### config.mk
export PLATFORM = sky130hd
export DESIGN_NAME = dcache_ctrl_flat
export DESIGN_NICKNAME = d
export VERILOG_FILES = /design/src/verilog/dcache_pkg.sv /design/src/verilog/l1_array_if.sv /design/src/verilog/dcache_ctrl.sv /design/src/flat_wrapper.sv
export SDC_FILE = /design/constraint.sdc
export NUM_CORES = 1
export LEC_CHECK = 0
export BUFFER_PORTS_ARGS = -buffer_cell sky130_fd_sc_hd__buf_2
export CORE_AREA = 2 2 338 340
export CTS_CLUSTER_DIAMETER = 30
export DETAILED_ROUTE_END_ITERATION = 8
export DIE_AREA = 0 0 340 342
export GPL_TIMING_DRIVEN = 0
export MAX_ROUTING_LAYER = met4
export PLACE_DENSITY = 0.4
export SLEW_MARGIN = 15
export SYNTH_ARGS = -nofsm -noshare
export SYNTH_HDL_FRONTEND = slang
export SYNTH_SLANG_ARGS = --single-unit
### constraint.sdc
create_clock -name clk -period 8.7 [get_ports clk]
set_input_delay 0.87 -clock clk [delete_from_list [all_inputs] [get_ports clk]]
set_output_delay 0.87 -clock clk [all_outputs]
set_load 0.02 [all_outputs]
### src/verilog/dcache_pkg.sv
// dcache geometry, shared vector types and the controller state encoding
`default_nettype none

package dcache_pkg;

    localparam int WORD_W         = 32;
    localparam int ADDR_W         = 30;  // word address, byte bits already dropped
    localparam int OFFSET_W       = 2;
    localparam int INDEX_W        = 8;
    localparam int TAG_W          = ADDR_W - INDEX_W - OFFSET_W;
    localparam int WORDS_PER_LINE = 1 << OFFSET_W;
    localparam int NUM_SETS       = 1 << INDEX_W;
    localparam int LINE_W         = WORDS_PER_LINE * WORD_W;
    localparam int LINE_ADDR_W    = TAG_W + INDEX_W;

    typedef logic [WORD_W-1:0]      word_t;
    typedef logic [ADDR_W-1:0]      word_addr_t;
    typedef logic [LINE_ADDR_W-1:0] line_addr_t;  // {tag, index}
    typedef logic [TAG_W-1:0]       tag_t;
    typedef logic [INDEX_W-1:0]     index_t;
    typedef logic [OFFSET_W-1:0]    offset_t;
    typedef logic [LINE_W-1:0]      line_t;       // word 0 in the low bits
    typedef logic                   way_t;

    typedef enum logic [2:0] {
        IDLE,
        LOOKUP,
        WRITE_WORD,
        WRITEBACK,
        REFILL,
        RESPOND,
        DONE
    } ctrl_state_t;

endpackage

`default_nettype wire
### src/verilog/l1_array_if.sv
// array bundle between the cache controller and its tag and data storage
`timescale 1ns/1ps
`default_nettype none

interface l1_array_if;

    // request side, from the controller
    dcache_pkg::index_t  index;
    dcache_pkg::tag_t    tag;
    dcache_pkg::offset_t offset;
    logic                word_we;
    dcache_pkg::word_t   word_wdata;
    logic                line_we;
    dcache_pkg::line_t   line_wdata;
    dcache_pkg::way_t    fill_way;
    logic                set_dirty;

    // lookup results, one cycle after index
    logic                hit;
    dcache_pkg::way_t    hit_way;
    dcache_pkg::way_t    victim_way;
    logic                victim_dirty;
    dcache_pkg::tag_t    victim_tag;
    dcache_pkg::line_t   hit_line;
    dcache_pkg::line_t   victim_line;

    modport ctrl (
        output index, tag, offset, word_we, word_wdata, line_we, line_wdata, fill_way,
               set_dirty,
        input  hit, victim_way, victim_dirty, victim_tag, hit_line, victim_line
    );

    modport tags (
        input  index, tag, line_we, fill_way, set_dirty,
        output hit, hit_way, victim_way, victim_dirty, victim_tag
    );

    modport data (
        input  index, offset, word_we, word_wdata, line_we, line_wdata, fill_way, hit_way,
               victim_way,
        output hit_line, victim_line
    );

endinterface

`default_nettype wire

### src/verilog/dcache_ctrl.sv
// cache controller FSM: lookup, write hit, writeback, refill and both req/ack ports
`timescale 1ns/1ps
`default_nettype none

module dcache_ctrl (
    input  logic                   clk,
    input  logic                   reset,
    // cpu side
    input  logic                   cpu_req,
    input  logic                   cpu_we,
    input  dcache_pkg::word_addr_t cpu_addr,
    input  dcache_pkg::word_t      cpu_wdata,
    output logic                   cpu_ack,
    output dcache_pkg::word_t      cpu_rdata,
    // l2 side
    output logic                   l2_req,
    output logic                   l2_we,
    output dcache_pkg::line_addr_t l2_addr,
    output dcache_pkg::line_t      l2_wdata,
    input  logic                   l2_ack,
    input  dcache_pkg::line_t      l2_rdata,
    // arrays
    l1_array_if.ctrl               arr
);

    dcache_pkg::ctrl_state_t state;

    logic                   req_we;
    dcache_pkg::word_addr_t req_addr;
    dcache_pkg::word_t      req_wdata;
    dcache_pkg::way_t       fill_way_q;

    dcache_pkg::index_t     req_index;
    dcache_pkg::line_addr_t req_line;
    logic                   l2_hs_ack;   // l2 ack seen on our own request
    logic                   l2_hs_idle;  // both l2 lines low, transaction over

    function automatic dcache_pkg::word_t pick_word(input dcache_pkg::line_t line,
                                                    input dcache_pkg::offset_t off);
        return line[off*dcache_pkg::WORD_W +: dcache_pkg::WORD_W];
    endfunction

    assign req_index  = req_addr[dcache_pkg::OFFSET_W +: dcache_pkg::INDEX_W];
    assign req_line   = req_addr[dcache_pkg::ADDR_W-1:dcache_pkg::OFFSET_W];
    assign l2_hs_ack  = l2_req && l2_ack;
    assign l2_hs_idle = !l2_req && !l2_ack;

    // new index goes straight to the arrays so LOOKUP sees it next cycle
    assign arr.index      = (state == dcache_pkg::IDLE && cpu_req)
                            ? cpu_addr[dcache_pkg::OFFSET_W +: dcache_pkg::INDEX_W]
                            : req_index;
    assign arr.tag        = req_addr[dcache_pkg::ADDR_W-1 -: dcache_pkg::TAG_W];
    assign arr.offset     = req_addr[dcache_pkg::OFFSET_W-1:0];
    assign arr.word_we    = (state == dcache_pkg::WRITE_WORD);
    assign arr.word_wdata = req_wdata;
    assign arr.set_dirty  = (state == dcache_pkg::WRITE_WORD);
    assign arr.line_we    = (state == dcache_pkg::REFILL) && l2_hs_ack;
    assign arr.line_wdata = l2_rdata;
    assign arr.fill_way   = fill_way_q;

    always_ff @(posedge clk) begin
        if (reset) begin
            state   <= dcache_pkg::IDLE;
            cpu_ack <= 1'b0;
            l2_req  <= 1'b0;
        end else begin
            case (state)
                dcache_pkg::IDLE: begin
                    if (cpu_req) begin
                        req_we    <= cpu_we;
                        req_addr  <= cpu_addr;
                        req_wdata <= cpu_wdata;
                        state     <= dcache_pkg::LOOKUP;
                    end
                end
                dcache_pkg::LOOKUP: begin
                    if (arr.hit) begin
                        state <= req_we ? dcache_pkg::WRITE_WORD : dcache_pkg::RESPOND;
                    end else begin
                        fill_way_q <= arr.victim_way;
                        l2_req     <= 1'b1;
                        if (arr.victim_dirty) begin
                            l2_we    <= 1'b1;  // evict first
                            l2_addr  <= {arr.victim_tag, req_index};
                            l2_wdata <= arr.victim_line;
                            state    <= dcache_pkg::WRITEBACK;
                        end else begin
                            l2_we   <= 1'b0;
                            l2_addr <= req_line;
                            state   <= dcache_pkg::REFILL;
                        end
                    end
                end
                dcache_pkg::WRITE_WORD: begin
                    state <= dcache_pkg::RESPOND;  // word and dirty bit written this edge
                end
                dcache_pkg::WRITEBACK: begin
                    if (l2_hs_ack) begin
                        l2_req <= 1'b0;
                    end else if (l2_hs_idle) begin
                        l2_req  <= 1'b1;
                        l2_we   <= 1'b0;
                        l2_addr <= req_line;
                        state   <= dcache_pkg::REFILL;
                    end
                end
                dcache_pkg::REFILL: begin
                    if (l2_hs_ack) begin
                        l2_req <= 1'b0;
                        if (!req_we) begin
                            cpu_rdata <= pick_word(l2_rdata, arr.offset);
                        end
                    end else if (l2_hs_idle) begin
                        if (req_we) begin
                            state <= dcache_pkg::LOOKUP;  // retry as a write hit
                        end else begin
                            cpu_ack <= 1'b1;
                            state   <= dcache_pkg::DONE;
                        end
                    end
                end
                dcache_pkg::RESPOND: begin
                    if (!req_we) begin
                        cpu_rdata <= pick_word(arr.hit_line, arr.offset);
                    end
                    cpu_ack <= 1'b1;
                    state   <= dcache_pkg::DONE;
                end
                dcache_pkg::DONE: begin
                    if (!cpu_req) begin
                        cpu_ack <= 1'b0;
                        state   <= dcache_pkg::IDLE;
                    end
                end
                default: state <= dcache_pkg::IDLE;
            endcase
        end
    end

endmodule

`default_nettype wire

### src/flat_wrapper.sv
// flat-port wrapper written by rule: the top's interface ports become plain ports
module dcache_ctrl_flat 
  (clk, reset, cpu_req, cpu_we, cpu_addr, cpu_wdata, cpu_ack, cpu_rdata, l2_req, l2_we, l2_addr, l2_wdata, l2_ack, l2_rdata, arr_index, arr_tag, arr_offset, arr_word_we, arr_word_wdata, arr_line_we, arr_line_wdata, arr_fill_way, arr_set_dirty, arr_hit, arr_victim_way, arr_victim_dirty, arr_victim_tag, arr_hit_line, arr_victim_line);
  l1_array_if arr_i ();
  input  logic clk;
  input  logic reset;
  input  logic cpu_req;
  input  logic cpu_we;
  input  dcache_pkg::word_addr_t cpu_addr;
  input  dcache_pkg::word_t cpu_wdata;
  output logic cpu_ack;
  output dcache_pkg::word_t cpu_rdata;
  output logic l2_req;
  output logic l2_we;
  output dcache_pkg::line_addr_t l2_addr;
  output dcache_pkg::line_t l2_wdata;
  input  logic l2_ack;
  input  dcache_pkg::line_t l2_rdata;
  output wire logic [$bits(arr_i.index)-1:0] arr_index;
  output wire logic [$bits(arr_i.tag)-1:0] arr_tag;
  output wire logic [$bits(arr_i.offset)-1:0] arr_offset;
  output wire logic [$bits(arr_i.word_we)-1:0] arr_word_we;
  output wire logic [$bits(arr_i.word_wdata)-1:0] arr_word_wdata;
  output wire logic [$bits(arr_i.line_we)-1:0] arr_line_we;
  output wire logic [$bits(arr_i.line_wdata)-1:0] arr_line_wdata;
  output wire logic [$bits(arr_i.fill_way)-1:0] arr_fill_way;
  output wire logic [$bits(arr_i.set_dirty)-1:0] arr_set_dirty;
  input wire logic [$bits(arr_i.hit)-1:0] arr_hit;
  input wire logic [$bits(arr_i.victim_way)-1:0] arr_victim_way;
  input wire logic [$bits(arr_i.victim_dirty)-1:0] arr_victim_dirty;
  input wire logic [$bits(arr_i.victim_tag)-1:0] arr_victim_tag;
  input wire logic [$bits(arr_i.hit_line)-1:0] arr_hit_line;
  input wire logic [$bits(arr_i.victim_line)-1:0] arr_victim_line;
  assign arr_index = arr_i.index;
  assign arr_tag = arr_i.tag;
  assign arr_offset = arr_i.offset;
  assign arr_word_we = arr_i.word_we;
  assign arr_word_wdata = arr_i.word_wdata;
  assign arr_line_we = arr_i.line_we;
  assign arr_line_wdata = arr_i.line_wdata;
  assign arr_fill_way = arr_i.fill_way;
  assign arr_set_dirty = arr_i.set_dirty;
  assign arr_i.hit = arr_hit;
  assign arr_i.victim_way = arr_victim_way;
  assign arr_i.victim_dirty = arr_victim_dirty;
  assign arr_i.victim_tag = arr_victim_tag;
  assign arr_i.hit_line = arr_hit_line;
  assign arr_i.victim_line = arr_victim_line;
  dcache_ctrl u_core (.clk(clk), .reset(reset), .cpu_req(cpu_req), .cpu_we(cpu_we), .cpu_addr(cpu_addr), .cpu_wdata(cpu_wdata), .cpu_ack(cpu_ack), .cpu_rdata(cpu_rdata), .l2_req(l2_req), .l2_we(l2_we), .l2_addr(l2_addr), .l2_wdata(l2_wdata), .l2_ack(l2_ack), .l2_rdata(l2_rdata), .arr(arr_i));
endmodule
== Word-level counts from Yosys, hierarchy flattened ==
Index checks and enable logic that the tools add are counted.
Word-level totals
  bits in registers: 258
  word-level logic and storage cells: 87
  output and inout bits: 385
  input bits: 474
Cells by class
  shift operators: 2
  reductions and logical operators: 19
  mux-type cells: 36
  eq/ne operators: 17
  bitwise gates (word level): 2
Operator list (number)
  $shiftx 128x8->32: 2
  $mux 28: 4
  $mux 32: 3
  $pmux 32 s2: 1
  $pmux 28 s2: 1
  $mux 3: 10
  $pmux 3 s7: 1
  $reduce_and 5->1: 3
  $ne 2x2->1 const B: 7
  $mux 1: 12
  $eq 3x3->1 const B: 3
  $mux 8: 1
  $reduce_and 4->1: 2
  $eq 3x2->1 const B: 2
  $ne 2x1->1 const B: 3
  $pmux 1 s3: 2
  $reduce_and 3->1: 2
  $reduce_and 6->1: 1
  $reduce_bool 3->1: 2
  $logic_and 1x1->1: 4
  $reduce_bool 2->1: 2
  $eq 3x1->1 const B: 1
  $logic_not 3->1: 1
  $ne 3x1->1 const B: 1
  3 further kinds: 5

== Depth between registers and ports, before layout ==
  word-level depth: 5
  gate-level depth with buffers: 6
  depth with buffers taken out: 4

== Least setup slack after synthesis ==
No wires, ideal clock.
  path kind: input-to-reg
  start: input port reset
  end: register u_core.cpu_rdata[0] (enable)
  path slack: 1950 ps
  data arrival time: 6155 ps
  stages: 2
  data required time: 8105 ps
  setup time: 595 ps
  buffers on the path: 1
  cells stage by stage: clkbuf_1 -> a2111oi_0
On the way
  cells in the longest elaborated chain, start to end: 2
Ends and longest elaborated chain
  start: declaration: RTL line flat_wrapper.sv:6  | input logic reset;
  $not 1->1 (no line)
  $reduce_and 5->1 (no line)
  end signal: assignment: RTL line dcache_ctrl.sv:111  | cpu_rdata <= pick_word(l2_rdata, arr.offset);
  end signal: assignment: RTL line dcache_ctrl.sv:124  | cpu_rdata <= pick_word(arr.hit_line, arr.offset);
  end: declaration: RTL line dcache_ctrl.sv:14  | output dcache_pkg::word_t cpu_rdata,
Every way passes these cells.
A chain may end at the register's enable or synchronous reset.

== Final worst setup path ==
  start: register u_core.state[2]
  end: register u_core.l2_wdata[117] (enable)
On the way
  cells in the longest elaborated chain, start to end: 2
Ends and longest elaborated chain
  start: declaration: RTL line dcache_ctrl.sv:26  | dcache_pkg::ctrl_state_t state;
  start signal: assignment: RTL line dcache_ctrl.sv:63  | state <= dcache_pkg::IDLE;
  start signal: assignment: RTL line dcache_ctrl.sv:73  | state <= dcache_pkg::LOOKUP;
  start signal: assignment: RTL line dcache_ctrl.sv:78  | state <= req_we ? dcache_pkg::WRITE_WORD : dcache_pkg::RESPOND;
  $eq 3x1->1: RTL line dcache_ctrl.sv:67  | case (state)
  $reduce_and 4->1 (no line)
  end signal: assignment: RTL line dcache_ctrl.sv:85  | l2_wdata <= arr.victim_line;
  end: declaration: RTL line dcache_ctrl.sv:19  | output dcache_pkg::line_t l2_wdata,
Every way passes these cells.

==> impl_metrics.tcl <==
set metrics [dict create \
    synth_edf_count 253 \
    crit_chain "buf_4 -> buf_2 -> nand2b_1 -> nor4_1 -> and2_4 -> buf_16 -> buf_16" \
    post-route-period-util_pct 39.5 \
    clockBufferDepth 3 \
    grt_pass1_vias 10500 \
    syn_nets 1093 \
    seq_area_frac_synth_pct 65.4 \
    cts_resized 0 \
    criticalPathCategory "reg -> reg" \
    drcViolationCount 0 \
    totalPowerFinal_w 0.00528 \
    reg2reg_slack_ns 5.27 \
    hp-class "in -> reg" \
    post_cts_buffers 0 \
    overflow 0 \
    syn_area_per_cell_um2 19.0 \
    clkSinkCount 258 \
    gp_congestion 0.852 \
    maxCapViolations 0 \
    tightest_slew_ns 0.993 \
    drive_gt1_share_pct 75.2 \
    vdd_drop_max_v 0.000116 \
    ys_top_cells_by_count "253 x edfxtp_1, 153 x buf_4, 61 x mux2_2" \
    area.growth.synth_to_final_pct 80.1 \
    synth_most_common_cell "edfxtp_1" \
    fin_nets 2065 \
    synth-async-reset-ratio_pct 0 \
    start_util_pct 10.4 \
    yosysTopAreaCell "edfxtp_1" \
    synth.ff_latch_count 258 \
    antenna_found_initial 55 \
    synth_area_leaders "edfxtp_1 65%, mux4_1 13%, buf_4 9.8%" \
    clk_pin_slew_worst_paths_ns 0.04 \
    dp_slack_ns 4.75 \
    arrival_ns 3.73 \
    setup.worst_path.start_class "flip-flop" \
    wirelength_um 80200 \
    fmaxAchievable_mhz 291 \
    vias 10100 \
    chipHeight_um 342 \
    grt_pass1_wl_um 100000 \
    portBuffers 857 \
    worstPathRequired_ns 9.00 \
    cts_max_level 3 \
    synth_warnings 0 \
    hold_viol_final 0 \
    clock_tree.root_cell "clkbuf_16" \
    whs_ns 0.401 \
    endpoint_kind "flip-flop" \
    placed_area_mm2 0.0182 \
    finalCriticalPeriod_ns 3.43 \
    cp_max_fo 46 \
    rows 124 \
    coreArea_mm2 0.113 \
    crit_top_cell "buf_16" \
    grt_setup_unrepaired "false" \
    yosysUniqueCellTypes 36 \
    max_slew_margin_pct 33.2 \
    finalSetupViolations 0 \
    clk_latency_ns 0.64 \
    first_pass_iters 4 \
    die_area_mm2 0.116 \
    hold_buffers 0 \
    die_x_um 340 \
    antenna_left 0 \
    viasPerCell 3.18 \
    dp_hpwl_um 68900 \
    cp_top_family "simple AND/OR/NAND/NOR gates" \
    power.density_mw_per_mm2 249 \
    synth_top_area_share_pct 64.6 \
    p_leak_nw 9.23 \
    cts_tree "built" \
    synth_area_mm2 0.0118 \
    numCtsBuffers 94 \
    drt_iter0_drc 461 \
    final_area_mm2 0.0212 \
    syn_inst 619 \
    grt_max_degree 47 \
    status "finished, final reports clean" \
    ys.flop_type "edfxtp_1" \
    crit_buf_inv 4 \
    slowest_stage "nor4_1" \
    track_usage_pct 13.6 \
    detail_route.wl_per_cell_um 25.2 \
    slew_violations 0 \
    setup_ws_ns 5.27 \
    io_pins 859 \
    clock_skew_ns 0.0309 \
    critPathMaxStageDelay_ns 0.77 \
]
## per-stage QoR
stage	TNS (ns)	std cells	util, %
2_1_floorplan	0	619	-
3_3_place_gp	-130.68	2988	15.9
3_5_place_dp	0	3007	16.1
4_1_cts	0	3178	18.7
5_1_grt	0	3182	18.7
6_report	0	3185	18.7
## where the power goes
group | total [W] | internal [W] | switching [W]
combinational | 0.000665 | 0.000294 | 0.000371
clock | 0.00315 | 0.00217 | 0.000982
sequential | 0.00146 | 0.00144 | 0.0000208
total | 0.00528 | 0.00390 | 0.00137
## routing by layer
layer / GRT usage (%) / wire, µm
met4: 3.60 / 1860
met3: 4.40 / 6760
met1: 15.5 / 32300
met5: - / 0
met2: 22.9 / 39300
## sequential cells by signal, summed over array words and instances (netlist names), 3 cells and up
| signal | flops |
|---|---|
| u_core.l2_wdata | 128 |
| u_core.state | 3 |
| u_core.cpu_rdata | 32 |
| u_core.req_addr | 30 |
| u_core.l2_addr | 28 |
| u_core.arr.word_wdata | 32 |
## layout by cell type (no fill, tap or decap), types with 4 or more instances in the layout
| master | n |
|---|---|
| nand2b_1 | 6 |
| clkinv_2 | 24 |
| clkbuf_16 | 96 |
| buf_6 | 16 |
| clkbuf_1 | 25 |
| diode_2 | 7 |
| buf_4 | 158 |
| clkinv_1 | 15 |
| mux4_2 | 4 |
| nor2_1 | 4 |
| buf_2 | 868 |
| mux2_2 | 61 |
| bufinv_16 | 6 |
| nand2_1 | 5 |
| mux4_1 | 60 |
| a21oi_1 | 9 |
| edfxtp_1 | 253 |
| dfxtp_1 | 5 |
| buf_1 | 4 |
| nor3_1 | 4 |
## path summary, 6_finish.rpt
kind         cells past startpoint                              to                          from
min reg2reg                      0     u_core.l2_addr[5]$_DFFE_PP_  u_core.req_addr[7]$_DFFE_PP_
min                              1   u_core.req_addr[23]$_DFFE_PP_                  cpu_addr[23]
max reg2reg                      7  u_core.l2_wdata[117]$_DFFE_PP_  u_core.state[2]$_SDFFE_PP0P_
max                              7  u_core.l2_wdata[117]$_DFFE_PP_  u_core.state[2]$_SDFFE_PP0P_
## cells by family after synthesis
family                 count (synthesis)  synth area share [%]
AO/OA/AOI/OAI                         23                  1.24
buffers and inverters                180                  11.6
flip-flops                           258                  65.4
multiplexers                         125                  20.0
AND/OR/NAND/NOR                       33                  1.77
## worst reg2reg max path, stage by stage (launching register included)
cell      delay, ns
dfxtp_1        0.29
buf_4          0.17
buf_2          0.19
nand2b_1       0.21
nor4_1         0.77
and2_4         0.73
buf_16         0.36
buf_16         0.31
## layout make-up
| type | instances | area, µm² |
|---|---|---|
| diodes | 7 | 17.5 |
| plain buffers | 177 | 1350 |
| clock buffers | 119 | 2490 |
| clock inverters | 52 | 498 |
| fillers | 12500 | 91900 |
| inverters | 3 | 11.3 |
| multi-input cells | 181 | 2730 |
| flip-flops and latches | 258 | 7700 |
| well taps | 1512 | 1890 |
| repair buffers | 876 | 4510 |
Power figures use the tool's default switching activity.
